File: src/rtl/mem_pkg.sv
package mem_pkg;

    typedef logic [3:0]  wait_t;      // Extra RAM cycles before done
    typedef logic [15:0] count_t;     // Load or store event count, wraps
    typedef logic [1:0]  cfg_addr_t;  // Config register select

    // Config register map
    localparam cfg_addr_t CFG_WAIT   = 2'd0;  // Wait states, read and write
    localparam cfg_addr_t CFG_LOADS  = 2'd1;  // Load count, read only
    localparam cfg_addr_t CFG_STORES = 2'd2;  // Store count, read only

endpackage

File: src/rtl/pipe_pkg.sv
package pipe_pkg;

    // Data word, byte address or branch target
    typedef logic [31:0] word_t;

    // Register-file destination index
    typedef logic [4:0] reg_idx_t;

endpackage

File: src/rtl/mem_bus_if.sv
`timescale 1ns/10ps

interface mem_bus_if
    import pipe_pkg::*;
();

    word_t addr;   // Byte address
    word_t wdata;
    logic  we;     // Write request pulse
    logic  re;     // Read request pulse
    word_t rdata;  // Valid while done is high
    logic  done;   // Completion pulse

    modport master (
        output addr,
        output wdata,
        output we,
        output re,
        input  rdata,
        input  done
    );

    modport slave (
        input  addr,
        input  wdata,
        input  we,
        input  re,
        output rdata,
        output done
    );

    // Event counters only watch the request pulses
    modport monitor (
        input we,
        input re
    );

endinterface

File: src/rtl/ram_timing_regs.sv
`timescale 1ns/10ps

module ram_timing_regs
    import mem_pkg::*;
#(
    parameter int RESET_WAIT = 2
)
(
    input  logic       clk,
    input  logic       rst,
    input  logic       cfg_we,
    input  cfg_addr_t  cfg_addr,
    input  count_t     cfg_wdata,
    output count_t     cfg_rdata,
    output wait_t      wait_states,
    mem_bus_if.monitor bus
);

    wait_t  wait_q;
    count_t load_cnt;
    count_t store_cnt;

    assign wait_states = wait_q;

    always_ff @(posedge clk or posedge rst)
    begin
        if (rst)
        begin
            wait_q    <= wait_t'(RESET_WAIT);
            load_cnt  <= '0;
            store_cnt <= '0;
        end
        else
        begin
            if (cfg_we && cfg_addr == CFG_WAIT)
                wait_q <= cfg_wdata[3:0];
            if (bus.re)
                load_cnt <= load_cnt + 16'd1;  // Wraps at 16 bits
            if (bus.we)
                store_cnt <= store_cnt + 16'd1;
        end
    end

    always_comb
    begin
        case (cfg_addr)
            CFG_WAIT:   cfg_rdata = count_t'(wait_q);
            CFG_LOADS:  cfg_rdata = load_cnt;
            CFG_STORES: cfg_rdata = store_cnt;
            default:    cfg_rdata = '0;
        endcase
    end

endmodule

File: src/flat_wrapper.sv
// flat-port wrapper written by rule: the top's interface ports become plain ports
module ram_timing_regs_flat import mem_pkg::*;
#(
    parameter int RESET_WAIT = 2
)
  (clk, rst, cfg_we, cfg_addr, cfg_wdata, cfg_rdata, wait_states, bus_we, bus_re);
  mem_bus_if bus_i ();
  input  logic clk;
  input  logic rst;
  input  logic cfg_we;
  input  cfg_addr_t cfg_addr;
  input  count_t cfg_wdata;
  output count_t cfg_rdata;
  output wait_t wait_states;
  input wire logic [$bits(bus_i.we)-1:0] bus_we;
  input wire logic [$bits(bus_i.re)-1:0] bus_re;
  assign bus_i.we = bus_we;
  assign bus_i.re = bus_re;
  ram_timing_regs #(.RESET_WAIT(RESET_WAIT)) u_core (.clk(clk), .rst(rst), .cfg_we(cfg_we), .cfg_addr(cfg_addr), .cfg_wdata(cfg_wdata), .cfg_rdata(cfg_rdata), .wait_states(wait_states), .bus(bus_i));
endmodule
File: config.mk
export PLATFORM = sky130hd
export DESIGN_NAME = ram_timing_regs_flat
export DESIGN_NICKNAME = d
export VERILOG_FILES = /design/src/rtl/mem_pkg.sv /design/src/rtl/pipe_pkg.sv /design/src/rtl/mem_bus_if.sv /design/src/rtl/ram_timing_regs.sv /design/src/flat_wrapper.sv
export SDC_FILE = /design/constraint.sdc
export NUM_CORES = 1
export LEC_CHECK = 0
export BUFFER_PORTS_ARGS = -buffer_cell sky130_fd_sc_hd__buf_2
export CORE_MARGIN = 8
export CORE_UTILIZATION = 40
export CTS_CLUSTER_SIZE = 8
export DETAILED_ROUTE_END_ITERATION = 16
export HOLD_SLACK_MARGIN = 0.06
export SLEW_MARGIN = 20
export SYNTH_ARGS = -nofsm -noshare
export SYNTH_HDL_FRONTEND = slang
export SYNTH_SLANG_ARGS = --single-unit
File: constraint.sdc
create_clock -name clk -period 2.2 [get_ports clk]
set_clock_uncertainty 0.15 [all_clocks]
set_input_delay 0.55 -clock clk [delete_from_list [all_inputs] [get_ports clk]]
set_output_delay 0.55 -clock clk [all_outputs]
set_load 0.03 [all_outputs]
==> flow_metrics.py <==
metrics = {
    "drt": {
        "wl_mm": 4.22,
        "vias": 1383,
        "dr.pass1.iters": 4,
        "ant_nets": 0,
        "first_iter_violations": 132,
        "viasPerCell": 5.42,
        "drc": 0,
        "wl_per_cell_um": 16.5,
    },
    "grt": {
        "grt_antenna_before_repair": 0,
        "grt_remaining_overflow": 0,
        "grt_max_degree": 37,
        "grt_pass1_vias": 1514,
        "grt_pass1_wl_mm": 7.29,
        "track_usage_pct": 12.6,
    },
    "yosys": {
        "ys_seq_area_share_pct": 48.0,
        "yosysWarnings": 0,
        "synth_area_leaders": "dfrtp_1, xor2_1, a22o_1, nor4_2, xnor2_1",
        "syn_avg_cell_area_um2": 11.6,
        "synth.distinct_cells": 26,
        "synth_edf_count": 0,
        "ys_top_cells_by_count": "dfrtp_1, xor2_1, nand2_1, a22o_1, xnor2_1",
        "async_flop_share_pct": 100,
        "synth.largest_area_cell": "dfrtp_1",
        "synth.most_common_cell": "dfrtp_1",
        "synth_nets": 187,
        "synth_cells": 162,
        "syn_area_um2": 1880,
        "synth_top_area_share_pct": 46.6,
        "ys_ff_latch": 36,
        "synthFlopType": "dfrtp_1",
    },
    "pwr": {
        "finalPower_uw": 2240,
        "power.leakage_uw": 0.00111,
        "powerDensity_nw_per_um2": 966,
        "peakVddDrop_mv": 0.459,
    },
    "sta": {
        "finalSetupViolCount": 0,
        "setup_tns_ns": 0,
        "slew_violations": 0,
        "period_share_pct": 98.3,
        "finalHoldViolCount": 0,
        "hold_slack_ns": 0.200,
        "clock.fmax_ghz": 0.462,
        "relSlewSlack_pct": 69.3,
        "worst_pin_slew_ns": 0.460,
        "finalCriticalPeriod_ns": 2.16,
    },
    "place": {
        "portBuffers": 30,
        "gp_congestion": 0.740,
        "dpl.hpwl_mm": 3.04,
        "placed_cell_area_um2": 2110,
    },
    "critical_path": {
        "cp_top_family": "buffers and inverters",
        "crit_path_start_kind": "input pin",
        "critical_path.startpoint": "cfg_addr[1]",
        "cp_data_arrival_time_ns": 1.46,
        "r2r-start": "u_core.load_cnt[0]",
        "worstPathBufferInverterCount": 4,
        "critPathMaxFanout": 8,
        "path_class": "input pin to output pin",
        "max_stage_delay_ns": 0.18,
        "crit_chain": "buf_2, buf_4, nor2b_4, buf_6, a22o_2, clkbuf_4",
        "worst_setup_path_end_kind": "output pin",
        "crit_required_ns": 1.50,
        "critPathSlowestCell": "clkbuf_4",
    },
    "clocking": {
        "cts_buffers": 5,
        "path_clk_slew_ns": 0.07,
        "cts_max_level": 2,
        "clk_latency_ns": 0.29,
        "cts_tree": "yes",
        "clock_sinks": 36,
        "root_buffer": "clkbuf_8",
        "cts_buffer_depth": 2,
        "ctsHoldBuffers": 0,
    },
    "finish": {
        "final_util_pct": 50.1,
        "drive_gt1_share_pct": 37.8,
        "antenna_cells": 0,
        "final_cell_area_um2": 2320,
        "nets": 225,
        "syn_to_final_growth_pct": 23.5,
    },
    "floorplan": {
        "io_pins": 43,
        "core_um2": 4630,
        "initial_utilization_pct": 40.6,
        "num_rows": 25,
        "die_y_um": 84.5,
        "die_w_um": 84.5,
        "die_area_um2": 7140,
    },
    "min_path": {
        "min_path_type": "input pin to asynchronous set/reset pin",
    },
    "run": {
        "maxCapViolCount": 0,
    },
    "run_status": {
        "status": "finished, final reports clean",
    },
}
[timing repair]
action	CTS	global route
pin swaps	0	0
setup endpoints to repair	16	16
cloned	0	1
setup buffers	0	2
resized for setup	8	22
[cell usage in the layout, fill, tap and decap left out]
cell | netlist | final
nor2b_4 | 0 | 2
dfstp_2 | 1 | 1
clkinv_2 | 0 | 1
nand3_1 | 6 | 6
xor2_1 | 20 | 20
mux2i_1 | 4 | 4
nand4_1 | 9 | 9
nor3_1 | 6 | 6
buf_6 | 1 | 6
dfrtp_1 | 35 | 35
xnor2_1 | 10 | 10
clkbuf_4 | 0 | 6
nand4_2 | 1 | 1
ha_1 | 2 | 2
clkbuf_8 | 0 | 5
buf_4 | 0 | 10
nor4_2 | 7 | 7
nand3_2 | 1 | 1
inv_1 | 5 | 5
buf_2 | 4 | 15
o21ai_2 | 0 | 4
nor4_1 | 3 | 3
mux2_2 | 6 | 6
a22o_1 | 12 | 6
a22o_2 | 0 | 6
nand2_1 | 13 | 13
nand4_4 | 2 | 2
nor4_4 | 1 | 1
bufinv_16 | 0 | 1
nor3b_2 | 1 | 1
clkbuf_1 | 1 | 1
nor2_1 | 5 | 5
[path summary, 6_finish.rpt]
path	to	depth (start not counted)	slack, ns
max	cfg_rdata[8]	6	0.04
min reg2reg	u_core.load_cnt[15]	1	0.32
min	u_core.wait_states[3]	3	0.20
max in group asynchronous	u_core.wait_states[1]	3	1.36
min in group clk	u_core.load_cnt[15]	1	0.32
max reg2reg	u_core.load_cnt[12]	4	0.50
[stage by stage]
step	std cells	setup slack, ns
after global routing	255	-0.00166
after global placement	244	-0.239
final	255	0.0363
after CTS	252	-0.0177
after detailed placement	244	-0.266
after floorplan	162	0.0326
[area by class of cell]
cell class,instances,area [um^2]
Timing Repair Buffer,37,263
Inverter,5,18.8
Clock buffer,6,72.6
Sequential cell,36,902
Clock inverter,2,35.0
Fill cell,428,2310
Tap cell,54,67.6
Multi-Input combinational cell,115,960
[registers in the layout (all words and copies together) (netlist names)]
signal              cells
u_core.store_cnt       16
u_core.load_cnt        16
u_core.wait_states      4
[kinds of logic (layout without fill, tap and decap cells)]
logic type               Yosys count  after routing  synth area share (%)
flip-flops                        36             36                  48.0
AO/OA/AOI/OAI                     16             16                  6.66
AND/OR/NAND/NOR                   57             57                  21.4
adder cells (fa/ha/maj)            2              2                  1.33
multiplexers                      10             10                  5.73
XOR/XNOR                          30             30                  14.0
buffers and inverters             11             50                  2.86
[worst reg2reg max path, delay by kind of cell (launching register included)]
kind | cells | cell delay [ns]
AND/OR/NAND/NOR | 2 | 0.59
flip-flops | 1 | 0.46
adder cells (fa/ha/maj) | 1 | 0.25
XOR/XNOR | 1 | 0.18
[power by group]
part	leakage, uW	internal, uW	switching, uW
sequential	0.000449	809	243
clock	0.0000552	336	240
combinational	0.000604	276	335
[routing by layer]
metal	GRT usage, %	part of all wire [%]	up-vias
met3	5.27	6.1	5
met4	3.88	1.2	0
met5	0	0	-
met1	14.7	45	688
li1	-	-	657
met2	20.6	48	33
No activity file was read; power rests on OpenSTA's default activity.
