## src/rtl/pipe_pkg.sv

```systemverilog
package pipe_pkg;

    // Data word, byte address or branch target
    typedef logic [31:0] word_t;

    // Register-file destination index
    typedef logic [4:0] reg_idx_t;

endpackage

```

## src/rtl/mem_bus_if.sv

```systemverilog
`timescale 1ns/10ps

interface mem_bus_if
    import pipe_pkg::*;
();

    word_t addr;   // Byte address
    word_t wdata;
    logic  we;     // Write request pulse
    logic  re;     // Read request pulse
    word_t rdata;  // Valid while done is high
    logic  done;   // Completion pulse

    modport master (
        output addr,
        output wdata,
        output we,
        output re,
        input  rdata,
        input  done
    );

    modport slave (
        input  addr,
        input  wdata,
        input  we,
        input  re,
        output rdata,
        output done
    );

    // Event counters only watch the request pulses
    modport monitor (
        input we,
        input re
    );

endinterface

```

## src/rtl/mem_stage.sv

```systemverilog
`timescale 1ns/10ps

module mem_stage
    import pipe_pkg::*;
(
    input  logic      clk,
    input  logic      rst,
    input  logic      stall,
    input  logic      instr_valid,
    input  word_t     alu_result,
    input  word_t     store_data,
    input  word_t     branch_target,
    input  logic      mem_read,
    input  logic      mem_write,
    input  logic      mem_to_reg,
    input  logic      reg_write,
    input  logic      pc_src,
    input  reg_idx_t  reg_dest,
    mem_bus_if.master bus,
    output logic      stall_pipeline,
    output logic      out_valid,
    output word_t     out_alu_result,
    output word_t     out_load_data,
    output word_t     out_branch_target,
    output logic      out_mem_to_reg,
    output logic      out_reg_write,
    output logic      out_pc_src,
    output reg_idx_t  out_reg_dest
);

    logic  accept;
    logic  is_mem;
    logic  mem_finish;
    word_t addr_q;
    word_t wdata_q;

    assign accept     = instr_valid && !stall && !stall_pipeline;
    assign is_mem     = mem_read || mem_write;
    assign mem_finish = stall_pipeline && bus.done;  // Outstanding access completes

    assign bus.addr       = addr_q;
    assign bus.wdata      = wdata_q;
    assign out_alu_result = addr_q;  // ALU result doubles as the address

    always_ff @(posedge clk or posedge rst)
    begin
        if (rst)
        begin
            stall_pipeline <= 1'b0;
            bus.re         <= 1'b0;
            bus.we         <= 1'b0;
            out_valid      <= 1'b0;
        end
        else
        begin
            bus.re    <= 1'b0;  // Requests last one cycle
            bus.we    <= 1'b0;
            out_valid <= 1'b0;
            if (accept)
            begin
                if (is_mem)
                begin
                    stall_pipeline <= 1'b1;  // Hold upstream until done
                    bus.re         <= mem_read;
                    bus.we         <= mem_write;
                end
                else
                    out_valid <= 1'b1;  // Nothing to wait for
            end
            else if (mem_finish)
            begin
                stall_pipeline <= 1'b0;
                out_valid      <= 1'b1;
            end
        end
    end

    always_ff @(posedge clk)
    begin
        if (accept)
        begin
            addr_q            <= alu_result;
            wdata_q           <= store_data;
            out_branch_target <= branch_target;
            out_mem_to_reg    <= mem_to_reg;
            out_reg_write     <= reg_write;
            out_pc_src        <= pc_src;
            out_reg_dest      <= reg_dest;
        end
        if (mem_finish)
            out_load_data <= bus.rdata;  // Capture with done
    end

endmodule

```

## src/flat_wrapper.sv

```systemverilog
// flat-port wrapper written by rule: the top's interface ports become plain ports
module mem_stage_flat import pipe_pkg::*;
  (clk, rst, stall, instr_valid, alu_result, store_data, branch_target, mem_read, mem_write, mem_to_reg, reg_write, pc_src, reg_dest, stall_pipeline, out_valid, out_alu_result, out_load_data, out_branch_target, out_mem_to_reg, out_reg_write, out_pc_src, out_reg_dest, bus_addr, bus_wdata, bus_we, bus_re, bus_rdata, bus_done);
  mem_bus_if bus_i ();
  input  logic clk;
  input  logic rst;
  input  logic stall;
  input  logic instr_valid;
  input  word_t alu_result;
  input  word_t store_data;
  input  word_t branch_target;
  input  logic mem_read;
  input  logic mem_write;
  input  logic mem_to_reg;
  input  logic reg_write;
  input  logic pc_src;
  input  reg_idx_t reg_dest;
  output logic stall_pipeline;
  output logic out_valid;
  output word_t out_alu_result;
  output word_t out_load_data;
  output word_t out_branch_target;
  output logic out_mem_to_reg;
  output logic out_reg_write;
  output logic out_pc_src;
  output reg_idx_t out_reg_dest;
  output wire logic [$bits(bus_i.addr)-1:0] bus_addr;
  output wire logic [$bits(bus_i.wdata)-1:0] bus_wdata;
  output wire logic [$bits(bus_i.we)-1:0] bus_we;
  output wire logic [$bits(bus_i.re)-1:0] bus_re;
  input wire logic [$bits(bus_i.rdata)-1:0] bus_rdata;
  input wire logic [$bits(bus_i.done)-1:0] bus_done;
  assign bus_addr = bus_i.addr;
  assign bus_wdata = bus_i.wdata;
  assign bus_we = bus_i.we;
  assign bus_re = bus_i.re;
  assign bus_i.rdata = bus_rdata;
  assign bus_i.done = bus_done;
  mem_stage u_core (.clk(clk), .rst(rst), .stall(stall), .instr_valid(instr_valid), .alu_result(alu_result), .store_data(store_data), .branch_target(branch_target), .mem_read(mem_read), .mem_write(mem_write), .mem_to_reg(mem_to_reg), .reg_write(reg_write), .pc_src(pc_src), .reg_dest(reg_dest), .bus(bus_i), .stall_pipeline(stall_pipeline), .out_valid(out_valid), .out_alu_result(out_alu_result), .out_load_data(out_load_data), .out_branch_target(out_branch_target), .out_mem_to_reg(out_mem_to_reg), .out_reg_write(out_reg_write), .out_pc_src(out_pc_src), .out_reg_dest(out_reg_dest));
endmodule
```

## config.mk

```make
export PLATFORM = sky130hd
export DESIGN_NAME = mem_stage_flat
export DESIGN_NICKNAME = d
export VERILOG_FILES = /design/src/rtl/pipe_pkg.sv /design/src/rtl/mem_bus_if.sv /design/src/rtl/mem_stage.sv /design/src/flat_wrapper.sv
export SDC_FILE = /design/constraint.sdc
export NUM_CORES = 1
export LEC_CHECK = 0
export ABC_AREA = 1
export BUFFER_PORTS_ARGS = -buffer_cell sky130_fd_sc_hd__buf_2
export CAP_MARGIN = 20
export CORE_AREA = 2 2 122 124
export DETAILED_ROUTE_END_ITERATION = 10
export DIE_AREA = 0 0 124 126
export SLEW_MARGIN = 20
export SYNTH_ARGS = -nofsm -noshare
export SYNTH_HDL_FRONTEND = slang
export SYNTH_SLANG_ARGS = --single-unit
```

## constraint.sdc

```tcl
create_clock -name clk -period 4.32 [get_ports clk]
set_clock_uncertainty 0.05 [all_clocks]
set_input_delay 0.648 -clock clk [delete_from_list [all_inputs] [get_ports clk]]
set_output_delay 0.648 -clock clk [all_outputs]
set_load 0.02 [all_outputs]
```

==> flow_metrics.tcl, run 1 <==
set metrics [dict create \
    cts-root-buf "clkbuf_16" \
    cts_setup_buffers 0 \
    hold_violations 0 \
    power_switching_share_pct 22.1 \
    grt_overflow 0 \
    whs_ns 0.0608 \
    ios 315 \
    ys_types 10 \
    synth_top_area_share_pct 90.6 \
    hpwlAfterDp_um 8340 \
    power.internal_mw 2.50 \
    drc 0 \
    arrival_ns 2.11 \
    maxCapViolations 0 \
    hp-class "input pin to asynchronous set/reset pin" \
    synth_nets 334 \
    synth-seq-cells 140 \
    nets 638 \
    synth_top_area_cell "edfxtp_1" \
    syn_inst 191 \
    syn_to_final_growth_pct 47.7 \
    ir_worst_vdd_uv 202 \
    setup_violations 0 \
    synth_area_mm2 0.00451 \
    gp_congestion 0.748 \
    endpoint_kind "flip-flop" \
    worstPathRequired_ns 4.36 \
    outcome "complete, no violations" \
    grt_start_max_net_pins 73 \
    p_sw_mw 0.711 \
    place_area_mm2 0.00610 \
    die_h_um 126 \
    cts_buffer_depth 2 \
    critPathMaxFanout 72 \
    power.leakage_nw 2.91 \
    regToRegSetupSlack_ns 2.25 \
    syn_area_per_cell_um2 23.6 \
    r2r_cells 4 \
    clkTransAtPathRegs_ns 0.06 \
    critical_path_class "flip-flop to flip-flop" \
    dr.pass1.iters 4 \
    design.die.area_mm2 0.0156 \
    postRouteAntennaNets 0 \
    cp-start-kind "flip-flop" \
    fmax_ghz 0.482 \
    start_util_pct 31.5 \
    wl_um 10700 \
    setup_ws_ns 2.25 \
    rsz0062_at_grt "false" \
    routed_via_density 4.02 \
    worst_pin_slew_ns 0.890 \
    vias 2776 \
    insertion_delay_ns 0.41 \
    antenna-diode-count 0 \
    combPwrFrac_pct 8.3 \
    clockPowerShare_pct 42.3 \
    final_common_cell "buf_2" \
    io_buffers 314 \
    grt.total_usage_pct 13.6 \
    cts_sinks 140 \
    numCtsBuffers 17 \
    fp.dieW_um 124 \
    holdBufCountCts 0 \
    ys_seq_area_share_pct 92.8 \
    relSlewSlack_pct 40.6 \
    p_per_area_mw_per_mm2 483 \
    r2r_start "u_core.stall_pipeline" \
    final_max_slew_viol_count 0 \
    htreeDepth 4 \
    core_region_area_mm2 0.0143 \
    grt_pass1_wl_um 15000 \
    stdcell_area_mm2 0.00666 \
    drt-initial-drc-count 123 \
    row_count 44 \
    min_period_over_period_pct 48.0 \
    seqPwrFrac_pct 49.4 \
    cts_tree "done" \
    wl_per_cell_um 15.5 \
    place_worst_setup_slack_ns 1.82 \
    finalCriticalPeriod_ns 2.07 \
    yosysWarnings 0 \
    grt_pass1_vias 2787 \
    layout-drive-gt1-share_pct 68.6 \
    crit_path_start "u_core.stall_pipeline" \
    antenna_found_initial 0 \
    mostFrequentLayoutCells "buf_2, edfxtp_1, clkbuf_16" \
    synth_area_leaders "edfxtp_1, buf_4, dfrtp_1" \
    finalSetupTns_ns 0 \
    post_cts_resized 0 \
]
kinds of logic (layout without fill, tap and decap cells):
family,Yosys count,after routing,synth area share [%]
buffers and inverters,39,355,5.91
DFF,140,140,92.8
and+or+nand+nor,12,12,1.28
per-layer routing:
metal | global-route usage [%] | part of all wire [%]
met1 | 14.4 | 35
met2 | 22.7 | 51
met3 | 6.97 | 12
met4 | 5.75 | 1.6
met5 | 0 | 0
power by group through the flow:
stage / Sequential, mW / Combinational [mW] / Clock, mW
finish: 1.59 / 0.268 / 1.36
global route: 1.59 / 0.289 / 1.48
CTS: 1.59 / 0.273 / 1.40
detailed placement: 1.61 / 0.273 / 0
global placement: 1.61 / 0.268 / 0
floorplan: 1.70 / 0.0630 / 0
worst max-delay path, cell delays in order (launching register included):
cell and delay, ns:
dfrtp_1 0.40, inv_2 0.08, nand2_1 0.11, inv_4 0.65, buf_4 0.41
cell type report:
type,count,area (um2)
clock inverter,13,126
inverter,7,28.8
sequential,140,4180
timing repair buffer,317,1600
clock buffer,18,429
multi-input combinational,12,57.6
fill,1324,7660
tap,184,230
synthesized netlist by cell type:
cell type / number
inv_2: 1
edfxtp_1: 136
nand2_1: 5
or2_1: 1
nand3_1: 2
inv_1: 6
dfrtp_1: 4
buf_4: 32
nor2_4: 1
nor2_1: 3
metrics by stage:
step / power (mW) / cells / utilization (%)
final: 3.21 / 691 / 46.5
after global routing: 3.36 / 691 / 46.5
after CTS: 3.26 / 691 / 46.5
after detailed placement: 1.89 / 660 / 42.6
after global placement: 1.88 / 659 / 42.5
after floorplan: 1.76 / 191 / -
path summary, 6_finish.rpt:
check | end
max in group asynchronous | u_core.bus.re
max | u_core.out_branch_target[13]
max reg2reg | u_core.out_branch_target[13]
min | u_core.stall_pipeline
min in group clk | u_core.out_load_data[17]
min reg2reg | u_core.out_valid
Power figures use the tool's default switching activity.
==> inputs of run 2 (changes only) <==
- clock period: 4.32 -> 2 ns (I/O delays scaled with it)
==> run 2 against run 1 <==
Sequential cell count is the same. Core utilization grew 6.4 points. Register-to-register slack lost 1.7 ns. Final area grew 14%. Routed wire length grew 13%. Non-clock buffer count grew 93. Critical path depth is the same. Combinational power grew to 2.7 times the previous value. First-iteration DRC count grew 15%. Global-route usage grew 1.4 points. Critical path type unchanged.
==> flow_metrics.tcl, run 2 (same netlist as run 1, synthesis figures left out) <==
set metrics [dict create \
    use_met2_pct 27.8 \
    setup_violations 0 \
    vias 3202 \
    htreeDepth 4 \
    worstPathRequired_ns 2.02 \
    postRouteAntennaNets 0 \
    final_common_cell "buf_2" \
    gp_congestion 0.757 \
    cts_sinks 140 \
    gr-usage-met1_pct 14.1 \
    ios 315 \
    r2r_cells 4 \
    layout-drive-gt1-share_pct 57.9 \
    critPathMaxFanout 65 \
    fmax_ghz 0.707 \
    r2r_start "u_core.stall_pipeline" \
    cts_setup_buffers 0 \
    power.leakage_nw 3.27 \
    outcome "complete, no violations" \
    maxCapViolations 0 \
    grt.total_usage_pct 15.1 \
    hold_depth 1 \
    core_region_area_mm2 0.0143 \
    die_h_um 126 \
    cts_tree "done" \
    mostFrequentLayoutCells "buf_2, edfxtp_1, dlygate4sd3_1, clkbuf_16" \
    grt_busiest_layer "met2" \
    grt_pass1_wl_um 17100 \
    ir_worst_vdd_uv 499 \
    hp-class "input pin to flip-flop" \
    grt_start_max_net_pins 66 \
    min_period_over_period_pct 70.7 \
    post_cts_resized 0 \
    nets 731 \
    worstHoldStart "branch_target[30]" \
    p_per_area_mw_per_mm2 909 \
    wl_um 12100 \
    io_buffers 314 \
    cp-start-kind "flip-flop" \
    cts-root-buf "clkbuf_16" \
    crit_path_start "u_core.stall_pipeline" \
    insertion_delay_ns 0.41 \
    place_worst_setup_slack_ns 0.525 \
    multiInputGateArea_um2 65.1 \
    endpoint_kind "flip-flop" \
    relSlewSlack_pct 73.4 \
    fillers 1219 \
    row_count 44 \
    fin_util_pct 52.9 \
    routed_via_density 4.08 \
    hpwlAfterDp_um 8440 \
    hold_violations 0 \
    drt-initial-drc-count 141 \
    dr.pass1.iters 6 \
    cts_buffer_depth 2 \
    grt_pass1_vias 3404 \
    start_util_pct 31.5 \
    regArea_mm2 0.00419 \
    arrival_ns 1.44 \
    antenna_found_initial 0 \
    syn_to_final_growth_pct 67.9 \
    setup_ws_ns 0.586 \
    finalCriticalPeriod_ns 1.41 \
    grt_overflow 0 \
    numCtsBuffers 17 \
    final_max_slew_viol_count 0 \
    antenna-diode-count 0 \
    holdBufCountCts 93 \
    design.die.area_mm2 0.0156 \
    fp.dieW_um 124 \
    drc 0 \
    worst_pin_slew_ns 0.399 \
    critical_path_class "flip-flop to flip-flop" \
    clkTransAtPathRegs_ns 0.06 \
    wl_per_cell_um 15.4 \
    met3_usage_pct 6.48 \
    rsz0062_at_grt "false" \
]
-- run 2: changes by cell type in the layout (fill, tap and decap cells not counted), sizes merged --
cell         previous run  this run
clkinvlp                1         5
clkbuf                 18        19
inv                     8         7
clkinv                  9         8
dlygate4sd3             0        93
bufinv                  2         0
-- run 2: final timing paths --
| kind | slack [ns] | end |
|---|---|---|
| max | 0.59 | u_core.bus.addr[3] |
| min | 0.02 | u_core.out_branch_target[30] |
| max reg2reg | 0.59 | u_core.bus.addr[3] |
| min reg2reg | 0.48 | u_core.out_valid |
| max in group asynchronous | 1.48 | u_core.stall_pipeline |
| min in group asynchronous | 0.27 | u_core.out_valid |
-- run 2: power breakdown --
part / leakage [nW] / switching (mW) / internal (mW)
registers: 1.31 / 0.0417 / 3.39
clock network: 0.239 / 1.16 / 1.56
logic: 1.72 / 0.403 / 0.331
-- run 2: layer usage --
layer  up-vias  part of all wire [%]  routed length [um]
li1       1482                     -                   -
met1      1492                    34                4080
met2       207                    54                6490
met3        21                    11                1300
met4         0                   1.8                 223
met5         -                     0                   0
-- run 2: critical path, stage by stage, from the launching register on --
cell        delay (ns)
dfrtp_2           0.41
inv_2             0.10
nand2_4           0.06
clkinvlp_4        0.10
buf_12            0.29
-- run 2: area by class of cell --
cell class / count / area share (%)
sequential: 140 / 55.3
timing repair buffer: 410 / 33.7
clock buffer: 19 / 5.72
tap: 184 / 3.04
clock inverter: 13 / 1.02
multi-input combinational: 12 / 0.859
inverter: 7 / 0.397
-- run 2: metrics by stage --
| step | std cells | instance area (um2) | total power [mW] | TNS [ns] | hold slack, ns |
|---|---|---|---|---|---|
| floorplan | 191 | 4520 | 3.80 | -54.09 | 0.0160 |
| global placement | 660 | 6130 | 4.07 | 0 | 0.139 |
| detailed placement | 660 | 6130 | 4.08 | 0 | 0.141 |
| CTS | 785 | 7570 | 6.96 | 0 | 0.0000467 |
| global route | 785 | 7570 | 7.15 | 0 | 0.00216 |
| finish | 785 | 7570 | 6.88 | 0 | 0.0187 |
